==> config.mk <==
export PLATFORM = sky130hd
export DESIGN_NAME = mpu_counter
export DESIGN_NICKNAME = d
export VERILOG_FILES = /design/src/hw/mpu_counter.sv
export SDC_FILE = /design/constraint.sdc
export NUM_CORES = 1
export LEC_CHECK = 0
export BUFFER_PORTS_ARGS = -buffer_cell sky130_fd_sc_hd__buf_2
export CORE_ASPECT_RATIO = 1.25
export CORE_MARGIN = 5
export CORE_UTILIZATION = 39
export DETAILED_ROUTE_END_ITERATION = 8
export GPL_TIMING_DRIVEN = 1
export SLEW_MARGIN = 20
export SYNTH_ARGS = -nofsm -noshare
export SYNTH_HDL_FRONTEND = slang
export SYNTH_SLANG_ARGS = --single-unit
==> constraint.sdc <==
create_clock -name sys_clk -period 4.9 [get_ports sys_clk]
set_input_delay 0.49 -clock sys_clk [delete_from_list [all_inputs] [get_ports sys_clk]]
set_output_delay 0.49 -clock sys_clk [all_outputs]
set_load 0.02 [all_outputs]
==> src/hw/mpu_counter.sv <==
`timescale 1ns/1ps

module mpu_counter #(
  parameter int IADDR_W = 16
) (
  input  logic               sys_clk,
  input  logic               rst_n,
  input  logic               en,
  input  logic               ip_step,
  input  logic               ip_load,
  input  logic [IADDR_W-1:0] ip_data,
  output logic [IADDR_W-1:0] addr
);

  // Instruction pointer, load wins over step
  always_ff @(posedge sys_clk) begin
    if (!rst_n) begin
      addr <= '0;
    end else if (en) begin
      if (ip_load) begin
        addr <= ip_data;
      end else if (ip_step) begin
        addr <= addr + 1'b1;
      end
    end
  end

  // Sequencer issues exactly one kind of IP update per instruction
  a_step_load_excl: assert property (
    @(posedge sys_clk) disable iff (!rst_n)
    !(ip_step && ip_load)
  );

endmodule

==> summary.md, run 1 <==
| Metric | Value |
|---|---|
| Clock buffer depth | `2` |
| ANT nets after route | `0` |
| Initial DRC count | `around 50` |
| CP Class | `flip-flop to flip-flop` |
| Die height | `approximately 70 µm` |
| Routed wire length | `about 2.8 mm` |
| Vias per cell | `5.78` |
| CTS clk-pin slew, worst paths | `between 0.1 and 0.15 ns` |
| CTS resizes | `0` |
| Die area | `around 0.0038 mm²` |
| Core footprint | `roughly 0.0026 mm²` |
| 1st-pass router iterations | `4` |
| Worst Setup Start Kind | `flip-flop` |
| Slew HR | `0.501` |
| WL per Instance | `14.4 µm` |
| Mapped Avg Cell Area | `slightly below 8 µm²` |
| Largest register FFs | `16` |
| Layout Skew | `0.0123 ns` |
| Max Cap Viol | `0` |
| # Post-CTS Setup Buffers | `0` |
| Syn nets | `159` |
| R2r setup slk | `roughly 3 ns` |
| Syn Inst Count | `between 100 and 150` |
| RSZ-0062 raised after global routing | `no` |
| Top post-synthesis cells by area | `dfxtp_1 (30%), mux2i_1 (7.6%), a31oi_1 (5.4%)` |
| CTS tree | `built` |
| Fraction of layout cells with a size suffix above 1 | `0.274` |
| EDFF count, synth | `0` |
| GP Congestion | `between 0.7 and 0.8` |
| Std-Cell Rows | `21` |
| HP Class | `primary input to flip-flop` |
| Hold Buf Count CTS | `0` |
| Max Clock Freq | `about 0.51 GHz` |
| Final setup fails | `0` |
| Netlist cell types | `38` |
| Power Density | `229 mW/mm²` |
| Setup total negative slack | `0 ns` |
| H-Tree Depth | `1` |
| Share of flip-flops with an asynchronous set or reset | `0` |
| FF+latch count, synth | `16` |
| Io pins | `37` |
| Commonest cells in the netlist | `dfxtp_1 (16), nand2_1 (12), nand3_1 (11), a31oi_1 (9), clkbuf_1 (9)` |
| Dominant synthesized flop cell | `dfxtp_1` |
| Post-route DRC | `0` |
| Largest net degree at the start of global routing | `45` |
| CP arrival | `approximately 2.2 ns` |
| Worst-path fanout max | `8` |
| # fillers | `286` |
| # port buffers | `36` |
| Synthesized cell area | `roughly 0.0011 mm²` |
| Crit share post-route | `0.403` |
| Most flop-heavy register | `addr` |
| Slew @ Worst Pin | `0.748 ns` |
| CTS sink cnt | `16` |
| Critical Path RT | `between 5 and 6 ns` |
| Vias in the first global route | `just over 1000` |
| Max-slew violations | `0` |
| Gr usage total | `0.161` |
| Clock root buffer | `clkbuf_4` |
| Leakage power | `around 0.5 nW` |
| Area grow syn2layout | `18.9%` |
| Share of the synthesized area in the top cell type | `0.304` |
| Endpoints failing hold | `0` |
| Starting Density | `0.400` |
| Synth area leader | `dfxtp_1` |
| HPWL after DPL | `approximately 2.0 mm` |
| Initial antenna violation count | `0` |
| Worst skew pair latency | `about 0.29 ns` |
| Largest regs | `addr x16` |
| CP endpoint kind | `flip-flop` |
| Final Critical Period | `1.97 ns` |
| Die Wd | `between 50 and 60 µm` |
| Final #Nets | `188` |
| Most numerous cell in the Yosys netlist | `dfxtp_1` |
| # diodes | `0` |
| Grt ovf | `0` |
| Max VDD drop | `0.0963 mV` |
| Sequential share of the synthesized area | `0.304` |
| Vias | `between 1000 and 1500` |
| Tot Pwr | `0.287 mW` |
| Synth Warn # | `0` |
| Wire length of the first global-routing pass | `approximately 4.9 mm` |
| Status | `complete, no violations` |
| Clock buffer count from CTS | `3` |
[layout by cell type (no fill, tap or decap), types with 2 or more instances in the layout]
master	instances
buf_2	36
dfxtp_1	16
nand2_1	12
nand3_1	11
a31oi_1	9
mux2i_1	8
nor2_1	6
o21ai_0	6
nor3_1	6
a21oi_1	5
a211oi_1	5
nand4_1	5
nor2b_1	4
inv_1	3
o31ai_1	3
nor4_1	3
clkbuf_4	3
and3_1	2
nand2b_1	2
or3_1	2
or4_1	2
[worst paths after layout]
path,startpoint,to,depth (start not counted)
setup / recovery,addr[0]$_SDFFE_PN0P_,addr[12]$_SDFFE_PN0P_,5
hold / removal,ip_data[14],addr[14]$_SDFFE_PN0P_,3
setup reg to reg,addr[0]$_SDFFE_PN0P_,addr[12]$_SDFFE_PN0P_,5
hold reg to reg,addr[15]$_SDFFE_PN0P_,addr[15]$_SDFFE_PN0P_,2
[final cells by class]
type                    instances  area (µm²)  area share
multi-input cells             106         674       0.539
flip-flops and latches         16         320       0.256
repair buffers                 36         180       0.144
well taps                      34        42.5      0.0340
clock buffers                   3        22.5      0.0180
inverters                       3        11.3     0.00900
[cell families (layout without fill, tap and decap cells)]
group,after synthesis,in the layout,share of synthesized area
compound gates,37,37,0.235
buf+inv,15,42,0.0583
simple gates,59,59,0.303
flops,16,16,0.304
mux,9,9,0.0868
fa+ha+maj,1,1,0.0119
[power by group]
part | switching, mW | internal, mW | total, mW
sequential | 0.0128 | 0.138 | 0.151
clock | 0.0447 | 0.0286 | 0.0733
combinational | 0.0374 | 0.0252 | 0.0626
total | 0.0949 | 0.192 | 0.287
[metal layers]
metal | track usage | wire [µm]
met4 | 0.0623 | 34
met1 | 0.214 | 1290
met5 | 0 | 0
met3 | 0.0302 | 143
met2 | 0.256 | 1380
[metrics by stage]
stage	cell area [µm²]	setup WS [ns]	hold WS, ns	std cells	utilization
floorplan	1050	3.03	0.564	137	-
global placement	1220	2.46	0.487	195	0.466
detailed placement	1220	2.41	0.490	195	0.466
CTS	1250	2.71	0.462	198	0.475
global route	1250	2.80	0.470	198	0.476
finish	1250	2.93	0.459	198	0.476
[worst max-delay path: stages, from the launching register on]
cell and delay [ns]:
dfxtp_1 0.47, ha_1 0.27, nand4_1 0.20, or3_1 0.40, or4_1 0.40, a31oi_1 0.17
Note: power is estimated with default switching activity, not from simulation.
==> run 2: changes to the inputs <==
clock period = 2 ns   (was 4.9 ns; I/O delays follow)
==> run 2 against run 1 <==
Global-route usage is 0.33 points higher. Register-to-register slack worse by 2.7 ns. Core utilization rose by 2.1 points. Sequential share of layout area fell by 1.0 points. Die area unchanged. Sequential power grew 140%. Clock power increased to 3.0 times the previous value. Critical endpoint unchanged. Highest routed layer unchanged.
==> summary.md, run 2 (synthesis gave the netlist of run 1 again) <==
| Metric | Value |
|---|---|
| GP Congestion | `0.785 (-0.68%)` |
| Clock buffer depth | `2 (unchanged)` |
| Setup total negative slack | `0 ns (unchanged)` |
| # port buffers | `36 (unchanged)` |
| Io pins | `37 (unchanged)` |
| # diodes | `0 (unchanged)` |
| Largest net degree at the start of global routing | `28 (-38%)` |
| Status | `complete, no violations` |
| Largest register FFs | `16 (unchanged)` |
| Fraction of layout cells with a size suffix above 1 | `0.304 (+0.0297)` |
| Max Clock Freq | `0.552 GHz (+9.0%)` |
| Max VDD drop | `0.317 mV (+230%)` |
| Initial antenna violation count | `0 (unchanged)` |
| Die area | `0.00384 mm² (unchanged)` |
| Routed wire length | `2.99 mm (+4.9%)` |
| HP Class | `primary input to flip-flop` |
| Post-route DRC | `0 (unchanged)` |
| Clock root buffer | `clkbuf_4` |
| 1st-pass router iterations | `4 (unchanged)` |
| Final Critical Period | `1.81 ns (-0.163 ns)` |
| Most frequent cells in the layout | `buf_2 (36), dfxtp_1 (15), nand2_1 (12), nand3_1 (11), a31oi_1 (9)` |
| Max-slew violations | `0 (unchanged)` |
| Slew @ Worst Pin | `0.497 ns (-0.251 ns)` |
| Leakage power | `0.544 nW (+7.2%)` |
| RSZ-0062 raised after global routing | `no` |
| Final #Nets | `194 (+3.2%)` |
| Critical Path RT | `2.22 ns (-2.91 ns)` |
| Endpoints failing hold | `0 (unchanged)` |
| Fin cells | `205 (+3.5%)` |
| Max Cap Viol | `0 (unchanged)` |
| # fillers | `290 (+1.4%)` |
| CTS sink cnt | `16 (unchanged)` |
| Initial DRC count | `61 (+20%)` |
| Hold Buf Count CTS | `0 (unchanged)` |
| Clock buffer count from CTS | `3 (unchanged)` |
| WL per Instance | `14.6 µm (+1.3%)` |
| Grt ovf | `0 (unchanged)` |
| CTS clk-pin slew, worst paths | `0.10 ns (about the same)` |
| CP endpoint kind | `flip-flop` |
| Layout Skew | `0.00130 ns (-0.0110 ns)` |
| ANT nets after route | `0 (unchanged)` |
| Vias in the first global route | `1088 (+5.5%)` |
| Hold Worst Slack | `0.182 ns (-0.277 ns)` |
| Worst-path fanout max | `8 (unchanged)` |
| H-Tree Depth | `1 (unchanged)` |
| Vias per cell | `5.74 (-0.72%)` |
| Die height | `68.1 µm (unchanged)` |
| Worst skew pair latency | `0.29 ns (about the same)` |
| Most common cell after layout, fill and taps aside | `buf_2` |
| Std-Cell Rows | `21 (unchanged)` |
| Gr usage total | `0.164 (+0.00330)` |
| Crit share post-route | `0.906 (+0.503)` |
| Most flop-heavy register | `addr` |
| HPWL after DPL | `2.20 mm (+9.6%)` |
| Slew HR | `0.669 (+0.167)` |
| CP arrival | `2.03 ns (-0.17 ns)` |
| Final setup fails | `0 (unchanged)` |
| Wire length of the first global-routing pass | `5.06 mm (+3.4%)` |
| Worst Setup Start Kind | `flip-flop` |
| Area grow syn2layout | `24.3%` |
| Starting Density | `0.400 (unchanged)` |
| Placed Cells | `201 (+3.1%)` |
| CTS tree | `built` |
| Core footprint | `0.00263 mm² (unchanged)` |
| Die Wd | `56.5 µm (unchanged)` |
| CP Class | `flip-flop to flip-flop` |
| Power Density | `580 mW/mm² (+150%)` |
| Largest regs | `addr x16` |
| Vias | `1177 (+2.8%)` |
-- run 2: what timing repair did --
| action | 4_1_cts | 5_1_grt |
|---|---|---|
| resized for setup | 0 | 1 |
| setup endpoints to repair | 0 | 1 |
| buffers inserted | 0 | 0 |
-- run 2: area by class of cell --
| cell class | instances | area [µm²] | share of cell area |
|---|---|---|---|
| well taps | 34 | 42.5 | 0.0325 |
| flip-flops and latches | 16 | 322 | 0.246 |
| multi-input cells | 106 | 671 | 0.513 |
| inverters | 3 | 11.3 | 0.00861 |
| repair buffers | 42 | 225 | 0.172 |
| clock buffers | 4 | 36.3 | 0.0278 |
-- run 2: layer usage --
metal | global-route usage | up-vias | routed length, µm | part of all wire
li1 | - | 594 | - | -
met1 | 0.212 | 543 | 1350 | 0.45
met2 | 0.275 | 38 | 1430 | 0.48
met3 | 0.0302 | 2 | 195 | 0.065
met4 | 0.0564 | 0 | 16 | 0.0054
met5 | 0 | - | 0 | 0
-- run 2: final timing paths --
| path | to | from | slack, ns | depth (start not counted) |
|---|---|---|---|---|
| max | addr[12]$_SDFFE_PN0P_ | addr[0]$_SDFFE_PN0P_ | 0.19 | 5 |
| min | addr[14]$_SDFFE_PN0P_ | ip_data[14] | 0.18 | 3 |
| max reg2reg | addr[12]$_SDFFE_PN0P_ | addr[0]$_SDFFE_PN0P_ | 0.19 | 5 |
| min reg2reg | addr[0]$_SDFFE_PN0P_ | addr[0]$_SDFFE_PN0P_ | 0.52 | 2 |
-- run 2: power breakdown --
group          internal, mW  switching (mW)  total, mW
registers             0.339          0.0257      0.364
logic                0.0705           0.101      0.171
clock network         0.111           0.112      0.223
-- run 2: metrics by stage --
stage | area (µm²) | setup slack [ns] | power (mW) | utilization
after floorplan | 1050 | 0.129 | 0.474 | -
after global placement | 1270 | 0.198 | 0.538 | 0.483
after CTS | 1310 | 0.110 | 0.765 | 0.497
after global routing | 1310 | 0.0671 | 0.792 | 0.498
after detailed placement | 1270 | 0.143 | 0.542 | 0.483
final | 1310 | 0.188 | 0.758 | 0.498
-- run 2: critical path, cell delays in order, from the launching register on --
cell	delay [ns]
dfxtp_2	0.40
ha_1	0.23
nand4_1	0.17
or3_1	0.39
or4_1	0.40
a31oi_1	0.16
