<file path="src/hw/mpu_pkg.sv">
package mpu_pkg;

  // Datapath widths
  localparam int WORD_W    = 64;
  localparam int INSTR_W   = 48;
  localparam int REG_IDX_W = 5;
  localparam int IMM_W     = 16;
  localparam int OPC_W     = 4;
  localparam int NUM_REGS  = 1 << REG_IDX_W;

  typedef logic [WORD_W-1:0]    word_t;
  typedef logic [INSTR_W-1:0]   instr_t;
  typedef logic [REG_IDX_W-1:0] reg_idx_t;
  typedef logic [IMM_W-1:0]     imm_t;

  // Instruction field positions
  localparam int OPC_HI = 47;
  localparam int OPC_LO = 44;
  localparam int RD_HI  = 43;
  localparam int RD_LO  = 39;
  localparam int RA_HI  = 38;
  localparam int RA_LO  = 34;
  localparam int RB_HI  = 33;
  localparam int RB_LO  = 29;
  localparam int IMM_HI = 15;
  localparam int IMM_LO = 0;

  // Encodings above OP_END are illegal
  typedef enum logic [OPC_W-1:0] {
    OP_NOP = 4'd0,
    OP_LDI = 4'd1,
    OP_ADD = 4'd2,
    OP_SUB = 4'd3,
    OP_XOR = 4'd4,
    OP_LDM = 4'd5,
    OP_JNZ = 4'd6,
    OP_IRQ = 4'd7,
    OP_END = 4'd8
  } opcode_t;

  typedef enum logic [1:0] {
    S_FETCH,
    S_EXEC,
    S_MEM,
    S_HALT
  } seq_state_t;

endpackage

</file>
<file path="src/hw/mpu_if.sv">
`timescale 1ns/1ps

// Decoded instruction, decoder to execution
interface mpu_op_if;
  import mpu_pkg::*;

  opcode_t  opcode;
  reg_idx_t rd;
  word_t    value_a;
  word_t    value_b;
  // Already sign-extended
  word_t    imm;
  logic     illegal;

  modport source (output opcode, rd, value_a, value_b, imm, illegal);
  modport sink   (input  opcode, rd, value_a, value_b, imm, illegal);
endinterface


</file>
<file path="src/hw/mpu_execution.sv">
`timescale 1ns/1ps

module mpu_execution #(
  parameter int IADDR_W = 16
) (
  input  logic                 sys_clk,
  input  logic                 rst_n,
  input  logic                 en,
  mpu_op_if.sink               op,
  input  mpu_pkg::word_t       hm_data,
  output logic                 ip_step,
  output logic                 ip_load,
  output logic [IADDR_W-1:0]   ip_data,
  output logic                 we,
  output mpu_pkg::reg_idx_t    w_idx,
  output mpu_pkg::word_t       w_data,
  output mpu_pkg::word_t       hm_addr,
  output logic                 hm_start,
  output logic                 user_irq,
  output mpu_pkg::word_t       user_data,
  output logic                 user_end,
  output logic                 error
);
  import mpu_pkg::*;

  seq_state_t state_q;
  seq_state_t state_d;
  word_t      alu_res;
  logic       irq_d;
  logic       end_d;
  logic       err_d;

  // ALU
  always_comb begin
    case (op.opcode)
      OP_ADD:  alu_res = op.value_a + op.value_b;
      OP_SUB:  alu_res = op.value_a - op.value_b;
      OP_XOR:  alu_res = op.value_a ^ op.value_b;
      default: alu_res = op.imm;
    endcase
  end

  // Host address is ra + imm
  assign hm_addr = op.value_a + op.imm;
  assign ip_data = op.imm[IADDR_W-1:0];
  assign w_idx   = op.rd;

  // Sequencer next state and per-cycle controls
  always_comb begin
    state_d  = state_q;
    ip_step  = 1'b0;
    ip_load  = 1'b0;
    we       = 1'b0;
    w_data   = alu_res;
    hm_start = 1'b0;
    irq_d    = 1'b0;
    end_d    = 1'b0;
    err_d    = 1'b0;
    case (state_q)
      S_FETCH: begin
        state_d = S_EXEC;
      end
      S_EXEC: begin
        state_d = S_FETCH;
        if (op.illegal) begin
          err_d   = 1'b1;
          state_d = S_HALT;
        end else begin
          case (op.opcode)
            OP_NOP: ip_step = 1'b1;
            OP_LDI, OP_ADD, OP_SUB, OP_XOR: begin
              we      = 1'b1;
              ip_step = 1'b1;
            end
            OP_LDM: begin
              // Single request, even across a stall
              hm_start = en;
              state_d  = S_MEM;
            end
            OP_JNZ: begin
              if (op.value_a != '0) begin
                ip_load = 1'b1;
              end else begin
                ip_step = 1'b1;
              end
            end
            OP_IRQ: begin
              irq_d   = 1'b1;
              ip_step = 1'b1;
            end
            OP_END: begin
              end_d   = 1'b1;
              state_d = S_HALT;
            end
            default: begin
              err_d   = 1'b1;
              state_d = S_HALT;
            end
          endcase
        end
      end
      S_MEM: begin
        // Host word arrives one cycle after the request
        we      = 1'b1;
        w_data  = hm_data;
        ip_step = 1'b1;
        state_d = S_FETCH;
      end
      default: state_d = S_HALT;
    endcase
  end

  always_ff @(posedge sys_clk) begin
    if (!rst_n) begin
      state_q  <= S_FETCH;
      user_irq <= 1'b0;
      user_end <= 1'b0;
      error    <= 1'b0;
    end else begin
      // Pulse lasts one cycle even when en drops right after
      user_irq <= en && irq_d;
      if (en) begin
        state_q <= state_d;
        if (end_d) begin
          user_end <= 1'b1;
        end
        if (err_d) begin
          error <= 1'b1;
        end
      end
    end
  end

  always_ff @(posedge sys_clk) begin
    if (en && irq_d) begin
      user_data <= op.value_a;
    end
  end

  a_hm_single: assert property (
    @(posedge sys_clk) disable iff (!rst_n)
    hm_start |=> !hm_start
  );

  a_we_idle: assert property (
    @(posedge sys_clk) disable iff (!rst_n)
    (state_q == S_FETCH || state_q == S_HALT) |-> !we
  );

endmodule

</file>
<file path="src/flat_wrapper.sv">
// flat-port wrapper written by rule: the top's interface ports become plain ports
module mpu_execution_flat import mpu_pkg::*;
#(
  parameter int IADDR_W = 16
)
  (sys_clk, rst_n, en, hm_data, ip_step, ip_load, ip_data, we, w_idx, w_data, hm_addr, hm_start, user_irq, user_data, user_end, error, op_opcode, op_rd, op_value_a, op_value_b, op_imm, op_illegal);
  mpu_op_if op_i ();
  input  logic sys_clk;
  input  logic rst_n;
  input  logic en;
  input  mpu_pkg::word_t hm_data;
  output logic ip_step;
  output logic ip_load;
  output logic [IADDR_W-1:0] ip_data;
  output logic we;
  output mpu_pkg::reg_idx_t w_idx;
  output mpu_pkg::word_t w_data;
  output mpu_pkg::word_t hm_addr;
  output logic hm_start;
  output logic user_irq;
  output mpu_pkg::word_t user_data;
  output logic user_end;
  output logic error;
  input wire logic [$bits(op_i.opcode)-1:0] op_opcode;
  input wire logic [$bits(op_i.rd)-1:0] op_rd;
  input wire logic [$bits(op_i.value_a)-1:0] op_value_a;
  input wire logic [$bits(op_i.value_b)-1:0] op_value_b;
  input wire logic [$bits(op_i.imm)-1:0] op_imm;
  input wire logic [$bits(op_i.illegal)-1:0] op_illegal;
  assign op_i.opcode = op_opcode;
  assign op_i.rd = op_rd;
  assign op_i.value_a = op_value_a;
  assign op_i.value_b = op_value_b;
  assign op_i.imm = op_imm;
  assign op_i.illegal = op_illegal;
  mpu_execution #(.IADDR_W(IADDR_W)) u_core (.sys_clk(sys_clk), .rst_n(rst_n), .en(en), .op(op_i), .hm_data(hm_data), .ip_step(ip_step), .ip_load(ip_load), .ip_data(ip_data), .we(we), .w_idx(w_idx), .w_data(w_data), .hm_addr(hm_addr), .hm_start(hm_start), .user_irq(user_irq), .user_data(user_data), .user_end(user_end), .error(error));
endmodule
</file>
<file path="config.mk">
export PLATFORM = sky130hd
export DESIGN_NAME = mpu_execution_flat
export DESIGN_NICKNAME = d
export VERILOG_FILES = /design/src/hw/mpu_pkg.sv /design/src/hw/mpu_if.sv /design/src/hw/mpu_execution.sv /design/src/flat_wrapper.sv
export SDC_FILE = /design/constraint.sdc
export NUM_CORES = 1
export LEC_CHECK = 0
export BUFFER_PORTS_ARGS = -buffer_cell sky130_fd_sc_hd__buf_2
export CAP_MARGIN = 20
export CORE_AREA = 3 3 188 190
export DETAILED_ROUTE_END_ITERATION = 16
export DIE_AREA = 0 0 191 193
export PLACE_DENSITY = 0.73
export SYNTH_ARGS = -nofsm -noshare
export SYNTH_HDL_FRONTEND = slang
export SYNTH_SLANG_ARGS = --single-unit
</file>
<file path="constraint.sdc">
create_clock -name sys_clk -period 9.66 [get_ports sys_clk]
set_input_delay 2.415 -clock sys_clk [delete_from_list [all_inputs] [get_ports sys_clk]]
set_output_delay 2.415 -clock sys_clk [all_outputs]
set_load 0.01 [all_outputs]
</file>
==> key figures <==
Route
  • WL/cell: 21.1 um
  • Final ANT Viol Nets: 0
  • Vias per inst: 5.83
  • DR vias: between 15k and 20k
  • Routed WL: 58.7 mm
  • DR pass1 iterations: 6
  • DRC: 0
  • DR iter-0 viols: 1155

Timing
  • Final setup violation count: 20
  • Final setup skew: between 0.009 and 0.01 ns
  • Final setup margin: -0.557 ns
  • Setup TNS Final: -5.28 ns
  • Rel. slew slack: 32.6%
  • Fin crit share: 106%
  • Period minus WS final: roughly 10 ns
  • RSZ-0062 raised after global routing: yes
  • Actual slew at the worst max-slew pin: ~1.0 ns
  • FMAX: just under 100 MHz
  • Endpoints failing hold: 0
  • Slew Limit Fails: 0

Setup path
  • CP startpoint kind: primary input
  • Slowest cell on crit path: or4_4
  • Most used cell, CP: or3_4
  • Reg2reg start: u_core.state_q[1]
  • Endpoint class of the critical path: output port
  • Crit Path Max Fanout: 2
  • WP data required: 7.25 ns
  • Data arrival, critical path: 7.80 ns
  • Slowest stage delay, CP: approximately 0.47 ns
  • Start point of the critical path: op_value_b[5]
  • Crit path kind: primary input to output port

CTS
  • TritonCTS sink count: 69
  • Clk_lat worst skew: approximately 0.38 ns
  • CTS tree: built
  • Cts bufs inserted: 9
  • H-Tree Depth: 3
  • CTS Root Cell: clkbuf_16
  • Reg clk slew, reported paths: roughly 0.060 ns
  • Max clock buf depth: 2
  • Hold buffers post-CTS: 0

Layout
  • Layout Nets: around 2.7k
  • Most common cell after layout, fill and taps aside: buf_2
  • Fin area: between 15000 and 20000 um2
  • Synth-to-layout area growth: 38.9%
  • Most frequent cells in the layout: buf_2 (475), buf_4 (214), a21oi_1 (173)
  • Non-Filler Instances: approximately 2.8k
  • Filler cell count: between 3k and 4k
  • Fraction of layout cells with a size suffix above 1: between 30% and 40%

Synthesis
  • Most used flip-flop cell after synthesis: edfxtp_1
  • Synth Instances: between 1.5k and 2k
  • Async S/R FF share, synth: 0%
  • Post-synthesis sequential area ratio: between 10% and 20%
  • Seq cells post-synth: between 60 and 70
  • Synth warn: 0
  • Distinct cells, synth: 73
  • Post-synth EDFFs: 64
  • Syn nets: between 2k and 2.5k
  • Mapped Area: 13300 um2
  • Avg Inst Size Synth: 7.73 um2

Placement
  • Placer Congestion: around 0.98
  • DP Cell Count: between 2k and 3k
  • Hpwl dp: 47.0 mm
  • DP Worst Slack: -0.800 ns
  • Port Buffers: roughly 480
  • Cell Area, Placed: between 15000 and 20000 um2

Pwr
  • Pwr Density: approximately 100 nW/um2
  • Pwr Total: between 1500 and 2000 uW
  • Maximum VDD drop: 84.8 uV
  • Static leakage: around 0.0087 uW

Run
  • Max_cap viols: 0

GRT
  • First-pass GRT wire length: 86.6 mm
  • Initial antenna violation count: 3
  • Vias in the first global route: 15.6k
  • GRT Total Usage: 29.9%
  • Largest net degree at the start of global routing: 67
  • Remaining Overflow, GRT: 0

Floorplanning
  • # IOs: approximately 490
  • Die X: roughly 190 um
  • Initial Utilization: roughly 40%
  • # rows: 67
  • Die footprint: 36900 um2
  • Die Ht: between 150 and 200 um
  • CORE AREA: between 30000 and 40000 um2

Hold path
  • Hold_sp: u_core.error
  • Hold WC Path Type: register to register

Status
  • Failing checks: negative setup slack
  • Outcome: finished with violations
-- synth_stat cells, drive strengths merged, types with 28 or more instances --
library cell  number  area share (%)
o21ai            141             5.3
a21o              75             4.2
xnor2             78             5.2
a31oi             28             1.3
buf               28             1.4
a21oi            187             7.1
nand4             29             1.4
a22oi             45             2.5
mux2              37             3.1
nand2            110             3.1
nor2              89             2.6
xor2             165              11
inv               64             1.8
ha               131              12
edfxtp            64              14
clkbuf            76             2.2
-- metrics by stage --
stage	hold slack, ns	util (%)
2_1_floorplan	0.509	-
6_report	0.466	54.8
4_1_cts	0.470	53.6
3_5_place_dp	0.454	51.4
3_3_place_gp	0.449	51.4
5_1_grt	0.489	54.8
-- critical path: cells and delay by family --
family                   cells  cell delay (ns)
AND/OR/NAND/NOR             11             2.99
AO/OA/AOI/OAI                9             1.39
buffers and inverters        2             0.27
adder cells (fa/ha/maj)      1             0.27
multiplexers                 1             0.25
XOR/XNOR                     1             0.19
-- worst paths after layout --
path                               end  slack (ns)  cells after the start
setup reg to reg  u_core.user_data[27]        7.51                      5
setup / recovery            w_data[63]       -0.56                     25
hold / removal            u_core.error        0.47                      1
hold reg to reg           u_core.error        0.47                      1
-- final cells by class --
cell class                 count  area (um2)  area share [%]
sequential                    69        2020            11.0
inverter                      64         240            1.30
antenna                        1        2.50          0.0136
multi-input combinational   1478       11100            60.5
timing repair buffer         703        4150            22.5
clock inverter                 1        5.00          0.0272
tap                          448         561            3.04
clock buffer                  15         289            1.57
-- state kept, by name, indices dropped and copies added (netlist names) --
| signal | flops |
|---|---|
| u_core.user_data | 64 |
| u_core.state_q | 2 |
| u_core.user_end | 1 |
| u_core.error | 1 |
| u_core.user_irq | 1 |
-- timing repair --
action	in CTS	in global routing
pin swaps	37	37
endpoints found under the setup margin	30	31
resized for setup	82	70
buffers inserted	16	11
-- cells by family (layout without fill, tap and decap cells) --
| family | count (synthesis) | count (layout) | synth area share, % |
|---|---|---|---|
| simple gates | 406 | 406 | 15.5 |
| flops | 69 | 69 | 15.3 |
| other cells | 0 | 1 | 0 |
| fa+ha+maj | 133 | 133 | 12.7 |
| xor+xnor | 243 | 243 | 16.1 |
| buf+inv | 168 | 783 | 5.36 |
| mux | 41 | 41 | 3.44 |
| compound gates | 655 | 655 | 31.7 |
-- power breakdown --
part / switching (uW) / internal (uW)
sequential: 1.13 / 328
clock: 148 / 204
combinational: 693 / 553
total: 842 / 1080
-- per-layer routing --
| layer | part of all wire [%] | GRT usage (%) |
|---|---|---|
| met5 | 0 | 0 |
| met4 | 3.3 | 10.4 |
| met3 | 8.0 | 5.59 |
| met2 | 47 | 50.9 |
| met1 | 41 | 38.1 |
No activity file was read; power rests on OpenSTA's default activity.
